$ cat src/rtl/isaPkg.sv
package isaPkg;

    localparam int XLen = 32;
    localparam int RegAddrBits = 5;
    localparam int ShamtBits = 5; // Shift count taken from operand B

    localparam logic [1:0] OpArith = 2'b10; // Format-3 arithmetic and logic

    // op3 codes of the supported instructions
    localparam logic [5:0] Op3Add = 6'b000000;
    localparam logic [5:0] Op3And = 6'b000001;
    localparam logic [5:0] Op3Or = 6'b000010;
    localparam logic [5:0] Op3Xor = 6'b000011;
    localparam logic [5:0] Op3Sub = 6'b000100;
    localparam logic [5:0] Op3Andn = 6'b000101;
    localparam logic [5:0] Op3Orn = 6'b000110;
    localparam logic [5:0] Op3Xnor = 6'b000111;
    localparam logic [5:0] Op3Addx = 6'b001000;
    localparam logic [5:0] Op3Subx = 6'b001100;
    localparam logic [5:0] Op3Sll = 6'b100101;
    localparam logic [5:0] Op3Srl = 6'b100110;
    localparam logic [5:0] Op3Sra = 6'b100111;

    localparam int CcBit = 4; // Set in op3 for the cc variant

    // Instruction word fields
    localparam int OpHi = 31;
    localparam int OpLo = 30;
    localparam int RdHi = 29;
    localparam int RdLo = 25;
    localparam int Op3Hi = 24;
    localparam int Op3Lo = 19;
    localparam int Rs1Hi = 18;
    localparam int Rs1Lo = 14;
    localparam int IBit = 13; // Register or simm13 second operand
    localparam int Simm13Hi = 12;
    localparam int Simm13Lo = 0;
    localparam int Rs2Hi = 4;
    localparam int Rs2Lo = 0;

    typedef enum logic [3:0] {
        AluAdd,
        AluAddx,
        AluSub,
        AluSubx,
        AluAnd,
        AluAndn,
        AluOr,
        AluOrn,
        AluXor,
        AluXnor,
        AluSll,
        AluSrl,
        AluSra
    } aluOpE;

endpackage
$ cat src/rtl/pipePkg.sv
package pipePkg;

    import isaPkg::*;

    // Integer condition codes, as held in the PSR
    typedef struct packed {
        logic n;
        logic z;
        logic v;
        logic c;
    } ccT;

    // ID/EX payload
    typedef struct packed {
        aluOpE aluOp;
        logic modifyCc;
        logic rfEnable;
        logic [RegAddrBits-1:0] rd;
        logic [XLen-1:0] operandA;
        logic [XLen-1:0] operandB; // Already muxed with simm13
    } idExT;

    // EX/WB payload
    typedef struct packed {
        logic rfEnable;
        logic [RegAddrBits-1:0] rd;
        logic [XLen-1:0] result;
    } exWbT;

endpackage

$ cat src/rtl/sparcAluCore.sv
`timescale 1ns/1ps

module sparcAluCore
    import isaPkg::*;
    import pipePkg::*;
(
    input  logic Clk,
    input  logic rst,
    input  logic instrValid,
    input  logic [XLen-1:0] instr,
    output logic wbEnable,
    output logic [RegAddrBits-1:0] wbRd,
    output logic [XLen-1:0] wbData,
    output ccT ccOut
);

    logic [XLen-1:0] fetchWord;
    logic [XLen-1:0] ifIdInstr;

    aluOpE decAluOp;
    logic decModifyCc;
    logic decRfEnable;
    logic [RegAddrBits-1:0] decRd;
    logic [RegAddrBits-1:0] decRs1;
    logic [RegAddrBits-1:0] decRs2;
    logic decUseImm;
    logic [XLen-1:0] decImm;

    logic [XLen-1:0] rs1Data;
    logic [XLen-1:0] rs2Data;
    logic [XLen-1:0] operandA;
    logic [XLen-1:0] operandB;

    idExT idExD;
    idExT idExQ;
    exWbT exWbD;
    exWbT exWbQ;
    logic [XLen-1:0] exResult;

    assign fetchWord = instrValid ? instr : '0; // Idle cycle becomes a bubble

    pipeStage #(.payloadT(logic [XLen-1:0])) ifIdStage (
        .Clk(Clk),
        .rst(rst),
        .d(fetchWord),
        .q(ifIdInstr)
    );

    instrDecoder decoder0 (
        .instr(ifIdInstr),
        .aluOp(decAluOp),
        .modifyCc(decModifyCc),
        .rfEnable(decRfEnable),
        .rd(decRd),
        .rs1(decRs1),
        .rs2(decRs2),
        .useImm(decUseImm),
        .imm(decImm)
    );

    regFile regFile0 (
        .Clk(Clk),
        .rst(rst),
        .rs1(decRs1),
        .rs2(decRs2),
        .rs1Data(rs1Data),
        .rs2Data(rs2Data),
        .we(exWbQ.rfEnable),
        .wa(exWbQ.rd),
        .wd(exWbQ.result)
    );

    forwardUnit forward0 (
        .rs1(decRs1),
        .rs2(decRs2),
        .rs1Data(rs1Data),
        .rs2Data(rs2Data),
        .useImm(decUseImm),
        .imm(decImm),
        .exRfEnable(idExQ.rfEnable),
        .exRd(idExQ.rd),
        .exResult(exResult),
        .wbRfEnable(exWbQ.rfEnable),
        .wbRd(exWbQ.rd),
        .wbResult(exWbQ.result),
        .operandA(operandA),
        .operandB(operandB)
    );

    assign idExD = '{aluOp: decAluOp, modifyCc: decModifyCc, rfEnable: decRfEnable,
                     rd: decRd, operandA: operandA, operandB: operandB};

    pipeStage #(.payloadT(idExT)) idExStage (
        .Clk(Clk),
        .rst(rst),
        .d(idExD),
        .q(idExQ)
    );

    aluUnit alu0 (
        .Clk(Clk),
        .rst(rst),
        .aluOp(idExQ.aluOp),
        .modifyCc(idExQ.modifyCc),
        .operandA(idExQ.operandA),
        .operandB(idExQ.operandB),
        .result(exResult),
        .cc(ccOut)
    );

    assign exWbD = '{rfEnable: idExQ.rfEnable, rd: idExQ.rd, result: exResult};

    pipeStage #(.payloadT(exWbT)) exWbStage (
        .Clk(Clk),
        .rst(rst),
        .d(exWbD),
        .q(exWbQ)
    );

    assign wbEnable = exWbQ.rfEnable;
    assign wbRd = exWbQ.rd;
    assign wbData = exWbQ.result; // Register file takes it on the next edge

endmodule

$ cat src/rtl/aluUnit.sv
`timescale 1ns/1ps

module aluUnit
    import isaPkg::*;
    import pipePkg::*;
(
    input  logic Clk,
    input  logic rst,
    input  aluOpE aluOp,
    input  logic modifyCc,
    input  logic [XLen-1:0] operandA,
    input  logic [XLen-1:0] operandB,
    output logic [XLen-1:0] result,
    output ccT cc
);

    logic [XLen:0] sum; // Carry or borrow in the top bit
    logic [XLen:0] wideSum; // Sign-extended operands
    logic carryIn;
    logic isAdd;
    logic isSub;
    logic signA;
    logic signB;
    logic signR;
    ccT nextCc;

    always_comb
    begin
        carryIn = 1'b0;
        sum = '0;
        isAdd = 1'b0;
        isSub = 1'b0;
        result = '0;
        case (aluOp)
            AluAdd, AluAddx:
            begin
                carryIn = (aluOp == AluAddx) ? cc.c : 1'b0; // Stored carry
                sum = {1'b0, operandA} + {1'b0, operandB} + carryIn;
                result = sum[XLen-1:0];
                isAdd = 1'b1;
            end
            AluSub, AluSubx:
            begin
                carryIn = (aluOp == AluSubx) ? cc.c : 1'b0;
                sum = {1'b0, operandA} - {1'b0, operandB} - carryIn;
                result = sum[XLen-1:0];
                isSub = 1'b1;
            end
            AluAnd:  result = operandA & operandB;
            AluAndn: result = operandA & ~operandB;
            AluOr:   result = operandA | operandB;
            AluOrn:  result = operandA | ~operandB;
            AluXor:  result = operandA ^ operandB;
            AluXnor: result = operandA ^ ~operandB;
            AluSll:  result = operandA << operandB[ShamtBits-1:0];
            AluSrl:  result = operandA >> operandB[ShamtBits-1:0];
            AluSra:  result = $signed(operandA) >>> operandB[ShamtBits-1:0];
            default: result = '0;
        endcase
    end

    assign signA = operandA[XLen-1];
    assign signB = operandB[XLen-1];
    assign signR = result[XLen-1];

    always_comb
    begin
        nextCc.n = signR;
        nextCc.z = (result == '0);
        if (isAdd)
            nextCc.v = (signA == signB) && (signR != signA); // Like signs, sign flipped
        else if (isSub)
            nextCc.v = (signA != signB) && (signR != signA);
        else
            nextCc.v = 1'b0;
        nextCc.c = (isAdd || isSub) ? sum[XLen] : 1'b0;
    end

    // PSR icc field
    always_ff @(posedge Clk)
    begin
        if (rst)
            cc <= '0;
        else if (modifyCc)
            cc <= nextCc;
    end

    assign wideSum = isSub ? {signA, operandA} - {signB, operandB} - carryIn
                           : {signA, operandA} + {signB, operandB} + carryIn;

    // Signed result out of range when the two top bits of the wide sum differ
    vFlagMatchesRange: assert property (@(posedge Clk) disable iff (rst)
        (isAdd || isSub) |-> nextCc.v == (wideSum[XLen] != wideSum[XLen-1]));

endmodule

$ cat src/rtl/forwardUnit.sv
`timescale 1ns/1ps

module forwardUnit
    import isaPkg::*;
(
    input  logic [RegAddrBits-1:0] rs1,
    input  logic [RegAddrBits-1:0] rs2,
    input  logic [XLen-1:0] rs1Data,
    input  logic [XLen-1:0] rs2Data,
    input  logic useImm,
    input  logic [XLen-1:0] imm,
    input  logic exRfEnable,
    input  logic [RegAddrBits-1:0] exRd,
    input  logic [XLen-1:0] exResult,
    input  logic wbRfEnable,
    input  logic [RegAddrBits-1:0] wbRd,
    input  logic [XLen-1:0] wbResult,
    output logic [XLen-1:0] operandA,
    output logic [XLen-1:0] operandB
);

    logic exHitA;
    logic exHitB;
    logic wbHitA;
    logic wbHitB;

    // rfEnable is never set for rd == 0, so no r0 check here
    assign exHitA = exRfEnable && (exRd == rs1);
    assign exHitB = exRfEnable && (exRd == rs2);
    assign wbHitA = wbRfEnable && (wbRd == rs1);
    assign wbHitB = wbRfEnable && (wbRd == rs2);

    always_comb
    begin
        if (exHitA)
            operandA = exResult; // Newest stage wins
        else if (wbHitA)
            operandA = wbResult;
        else
            operandA = rs1Data;

        if (useImm)
            operandB = imm;
        else if (exHitB)
            operandB = exResult;
        else if (wbHitB)
            operandB = wbResult;
        else
            operandB = rs2Data;

        // Relies on the decoder clearing rfEnable for rd == 0
        assert final ((rs1 != '0 || !(exHitA || wbHitA))
                      && (useImm || rs2 != '0 || !(exHitB || wbHitB)))
            else $error("Forward selected for r0");
    end

endmodule

$ cat src/rtl/regFile.sv
`timescale 1ns/1ps

module regFile
    import isaPkg::*;
(
    input  logic Clk,
    input  logic rst,
    input  logic [RegAddrBits-1:0] rs1,
    input  logic [RegAddrBits-1:0] rs2,
    output logic [XLen-1:0] rs1Data,
    output logic [XLen-1:0] rs2Data,
    input  logic we,
    input  logic [RegAddrBits-1:0] wa,
    input  logic [XLen-1:0] wd
);

    localparam int NumRegs = 1 << RegAddrBits;

    logic [XLen-1:0] regs [0:NumRegs-1]; // r0 cleared on reset, never written

    always_ff @(posedge Clk)
    begin
        if (rst)
        begin
            for (int i = 0; i < NumRegs; i++)
                regs[i] <= '0;
        end
        else if (we && wa != '0)
            regs[wa] <= wd;
    end

    assign rs1Data = regs[rs1];
    assign rs2Data = regs[rs2];

    // r0 reads zero on both ports whatever was written
    r0ReadsZero: assert property (@(posedge Clk) disable iff (rst)
        (rs1 != '0 || rs1Data == '0) && (rs2 != '0 || rs2Data == '0));

endmodule

$ cat src/rtl/instrDecoder.sv
`timescale 1ns/1ps

module instrDecoder
    import isaPkg::*;
(
    input  logic [XLen-1:0] instr,
    output aluOpE aluOp,
    output logic modifyCc,
    output logic rfEnable,
    output logic [RegAddrBits-1:0] rd,
    output logic [RegAddrBits-1:0] rs1,
    output logic [RegAddrBits-1:0] rs2,
    output logic useImm,
    output logic [XLen-1:0] imm
);

    logic [1:0] op;
    logic [5:0] op3;
    logic [5:0] op3Base; // op3 with the cc bit cleared
    logic known;
    logic isShift;
    logic isArith;

    assign op = instr[OpHi:OpLo];
    assign op3 = instr[Op3Hi:Op3Lo];
    assign rd = instr[RdHi:RdLo];
    assign rs1 = instr[Rs1Hi:Rs1Lo];
    assign rs2 = instr[Rs2Hi:Rs2Lo];
    assign useImm = instr[IBit];
    assign imm = {{(XLen-13){instr[Simm13Hi]}}, instr[Simm13Hi:Simm13Lo]}; // Sign extend

    assign isArith = (op == OpArith);

    always_comb
    begin
        op3Base = op3;
        op3Base[CcBit] = 1'b0;
        known = 1'b1;
        isShift = 1'b0;
        aluOp = AluAdd;
        case (op3Base)
            Op3Add:  aluOp = AluAdd;
            Op3Addx: aluOp = AluAddx;
            Op3Sub:  aluOp = AluSub;
            Op3Subx: aluOp = AluSubx;
            Op3And:  aluOp = AluAnd;
            Op3Andn: aluOp = AluAndn;
            Op3Or:   aluOp = AluOr;
            Op3Orn:  aluOp = AluOrn;
            Op3Xor:  aluOp = AluXor;
            Op3Xnor: aluOp = AluXnor;
            Op3Sll:
            begin
                aluOp = AluSll;
                isShift = 1'b1;
            end
            Op3Srl:
            begin
                aluOp = AluSrl;
                isShift = 1'b1;
            end
            Op3Sra:
            begin
                aluOp = AluSra;
                isShift = 1'b1;
            end
            default: known = 1'b0;
        endcase
        // Shifts have no cc variant
        if (isShift && op3[CcBit])
            known = 1'b0;
    end

    assign modifyCc = isArith && known && op3[CcBit];
    assign rfEnable = isArith && known && (rd != '0); // r0 writes dropped here

endmodule

$ cat src/rtl/pipeStage.sv
`timescale 1ns/1ps

module pipeStage #(
    parameter type payloadT = logic
) (
    input  logic Clk,
    input  logic rst,
    input  payloadT d,
    output payloadT q
);

    // All zeros decodes as a bubble
    always_ff @(posedge Clk)
    begin
        if (rst)
            q <= '0;
        else
            q <= d;
    end

endmodule

$ cat config.mk
export PLATFORM = sky130hd
export DESIGN_NAME = sparcAluCore
export DESIGN_NICKNAME = d
export VERILOG_FILES = /design/src/rtl/isaPkg.sv /design/src/rtl/pipePkg.sv /design/src/rtl/sparcAluCore.sv /design/src/rtl/aluUnit.sv /design/src/rtl/forwardUnit.sv /design/src/rtl/regFile.sv /design/src/rtl/instrDecoder.sv /design/src/rtl/pipeStage.sv
export SDC_FILE = /design/constraint.sdc
export NUM_CORES = 2
export LEC_CHECK = 0
export BUFFER_PORTS_ARGS = -buffer_cell sky130_fd_sc_hd__buf_2
export CAP_MARGIN = 20
export CORE_UTILIZATION = 25
export CTS_BUF_LIST = sky130_fd_sc_hd__clkbuf_16
export DETAILED_ROUTE_END_ITERATION = 7
export MAX_ROUTING_LAYER = met4
export PLACE_DENSITY = 0.36
export REMOVE_ABC_BUFFERS = 1
export SYNTH_ARGS = -nofsm -noshare
export SYNTH_HDL_FRONTEND = slang
export SYNTH_SLANG_ARGS = --single-unit
$ cat constraint.sdc
create_clock -name Clk -period 6.6 [get_ports Clk]
set_clock_uncertainty 0.15 [all_clocks]
set_input_delay 0 -clock Clk [delete_from_list [all_inputs] [get_ports Clk]]
set_output_delay 0 -clock Clk [all_outputs]
set_load 0.02 [all_outputs]
==> flow_summary.yaml <==
layout:
  multiInputGateArea_mm2: 0.0336
  regArea_mm2: 0.0338
  n_fill_cell: 27700
  instances_no_fill: 9124
  drive_above_1_share_pct: 23.8
  nNetsFinal: 5444
  fin_util_pct: 29.4
  syn2layout_area_growth_pct: 16.4
  design_area_mm2: 0.0807
floorplan:
  start_util_pct: 25.2
  die_h_um: 529
  top_level_ports: 77
  coreArea_mm2: 0.275
  std_cell_rows: 192
  dieArea_mm2: 0.279
  die_w_um: 529
yosys:
  syn_area_mm2: 0.0693
  synth.distinct_cells: 86
  avgSynthCellArea_um2: 13.2
  synth-seq-cells: 1173
  yosysTopAreaCellShare_pct: 44.3
  yosysTopAreaCell: "edfxtp_1"
  yosysSeqAreaShare_pct: 48.6
  synth_edf_count: 1024
  ys_warn_count: 0
  async_flop_share_pct: 0
  synthCells: 5244
  synth.area.top_cells: "edfxtp_1, mux4_2, and2_1"
  ys.flop_type: "edfxtp_1"
worst_setup_path:
  worstSetupEndpointType: "flip-flop"
  r2r_slack_ns: 0.27
  regToRegStartpoint: "idExStage.q[72]$_SDFF_PP0_"
  crit_path_max_fanout: 4
  cp.required_ns: 7.14
  rr_worst_depth: 20
  rr_endpoint: "alu0.cc[2]$_SDFFE_PP0P_"
  critPathArrivalTime_ns: 6.87
  cp-start-kind: "flip-flop"
  worstSetupPathType: "reg2reg"
sta:
  fin_hold_ws_ns: 0.188
  slew_violations: 0
  setup_viol: 0
  setup_tns_ns: 0
  worstMarginPinSlew_ns: 1.27
  rsz0062_at_grt: "false"
  finalHoldViolCount: 0
  fin_ws_ns: 0.268
  fin_crit_sh_pct: 95.9
  fmax_ghz: 0.158
  min_period_ns: 6.33
  slew_headroom_pct: 14.3
min_path:
  holdCritStartpoint: "rst"
  hold_end: "regFile0.regs[0][4]$_SDFFCE_PN0P_"
  holdPathStages: 2
  min_path_type: "in2reg"
detailed_routing:
  drtIter0Drc: 4556
  routed_wl_mm: 318
  drc: 0
  vias: 47400
  vias_per_cell: 5.19
  avgRoutedWirePerCell_um: 34.8
  drtPass1Iterations: 5
  ant_nets: 0
clock_tree:
  cts_setup_buffers: 0
  clock-sinks: 1173
  insertion_delay_ns: 0.88
  h-tree-depth: 4
  clk_path_buf_depth: 4
  clkTransAtPathRegs_ns: 0.06
  cts_tree: "built"
  cts_resized: 0
  cts_buffers: 160
  cts_root_buffer: "clkbuf_16"
global_routing:
  grt_antenna_before_repair: 31
  grt_pass1_wl_mm: 434
  grt_usage_pct: 23.2
  grt_pass1_vias: 47800
  grt_overflow_total: 0
  grt_max_degree: 68
power_and_ir_drop:
  power.leakage_nw: 28.0
  ir_worst_vdd_mv: 0.195
  pwr_density_cell_mw_per_mm2: 262
  p_total_mw: 21.1
placed_design:
  port_buffers: 76
  dp.cells: 8734
  gp_congestion: 0.918
  place_area_mm2: 0.0748
  dp_hpwl_mm: 199
  dp_slack_ns: 0.396
run_status:
  status: "finished clean"
job:
  drv_cap: 0
Yosys cell counts (7+ instances only):
cell and number:
a211o_1 8, nor3_1 31, o21ai_0 140, xnor2_1 74, nand3b_1 9, and3_1 16, mux2i_1 127, a221oi_1 23
dfxtp_1 149, nor4_1 20, clkbuf_1 407, nand4_1 17, nand3_1 42, o21a_1 13, ha_1 94, buf_2 18
edfxtp_1 1024, a21oi_1 153, a211oi_1 46, buf_1 72, nor2b_1 38, o21bai_1 10, a22oi_1 24, mux2_2 29
maj3_1 25, inv_1 115, o22ai_1 28, o211ai_1 25, nor2_1 281, nand2_1 178, or3_1 12, o221ai_1 20
or2_2 37, a21o_1 19, xor2_1 50, o31ai_1 12, mux4_2 667, nand2b_1 17, a221o_1 7, a31oi_1 10
and2_1 1035
flip-flops by register name (all words and copies together), names as in the netlist:
signal,flops
alu0.cc,4
exWbStage.q,38
idExStage.q,75
ifIdStage.q,32
regFile0.regs,1024
layout by cell type (no fill, tap or decap), types with 24 or more instances in the layout:
master and count:
a22oi_1 24, dfxtp_1 134, o21ai_0 137, nor3_1 27
o22ai_1 28, clkinv_1 39, clkbuf_16 163, o211ai_1 25
dlygate4sd3_1 97, mux2i_1 127, and2_1 1035, mux4_2 667
buf_2 75, or2_2 24, nor2_4 31, mux2_2 29
a211oi_1 46, maj3_1 25, nor2_1 250, buf_4 174
edfxtp_1 1024, inv_1 152, nand2_1 178, nor2b_1 36
xnor2_1 74, a21oi_1 153, xor2_1 50, nand3_1 40
ha_1 94, conb_1 32
routing by layer:
layer  routed length [um]  vias up  GRT usage [%]  share of wire, %
met1               140000    25300           30.6                44
li1                     -    20000              -                 -
met2               152000     1601           37.4                48
met4                 9490        0           6.39               3.0
met3                15400      394           2.71               4.9
met5                    0        -              -                 0
logic make-up (layout without fill, tap and decap cells):
logic type / count (synthesis) / count (layout) / synth area share, %
AOI/OAI and AO/OA: 614 / 614 / 5.82
xor gates and xnor gates: 124 / 124 / 1.57
adders and majority gates: 123 / 123 / 2.17
buffers and inverters: 623 / 772 / 3.49
DFF: 1173 / 1173 / 48.6
muxes: 826 / 826 / 24.1
other: 1 / 46 / 0.00541
and+or+nand+nor: 1760 / 1760 / 14.2
report_power, final:
part	switching, mW	leakage (nW)	total [mW]	internal (mW)
combinational	2.69	13.6	4.18	1.49
clock	3.50	2.49	8.26	4.75
sequential	0.326	11.8	8.68	8.36
total	6.52	28.0	21.1	14.6
worst max-delay path by stage:
stage,slack (ns),start,end
floorplan,-6.06,ifIdStage.q[0]$_SDFF_PP0_,idExStage.q[0]$_SDFF_PP0_
global placement,0.45,idExStage.q[72]$_SDFF_PP0_,alu0.cc[2]$_SDFFE_PP0P_
detailed placement,0.40,idExStage.q[72]$_SDFF_PP0_,alu0.cc[2]$_SDFFE_PP0P_
CTS,0.35,idExStage.q[72]$_SDFF_PP0_,alu0.cc[2]$_SDFFE_PP0P_
global route,0.16,idExStage.q[72]$_SDFF_PP0_,alu0.cc[2]$_SDFFE_PP0P_
finish,0.27,idExStage.q[72]$_SDFF_PP0_,alu0.cc[2]$_SDFFE_PP0P_
cell type report:
type / instances / share of cell area [%]
Sequential cell: 1173 / 41.9
Clock inverter: 112 / 0.887
Inverter: 116 / 0.540
Tap cell: 3686 / 5.72
Clock buffer: 163 / 5.05
Antenna cell: 14 / 0.0434
Timing Repair Buffer: 381 / 4.21
Multi-Input combinational cell: 3479 / 41.7
worst max-delay path: stages (launching register included):
cell,delay [ns]
dfxtp_2,0.33
inv_1,0.05
nor3_2,0.22
nand3_1,0.12
fa_1,0.51
inv_1,0.05
ha_1,0.20
nor2_1,0.16
fa_1,0.22
a21boi_1,0.12
o2111a_1,0.31
o41ai_1,0.80
o21ai_0,0.41
xor2_1,0.25
nand2_1,0.11
o2111ai_1,0.15
or4_1,0.65
nor4_1,0.67
buf_4,0.22
nand4_1,0.22
o31ai_2,0.29
what timing repair did:
action	4_1_cts	5_1_grt
endpoints found under the setup margin	0	0
hold buffers	97	0
endpoints found under the hold margin	112	0
Power figures use the tool's default switching activity.
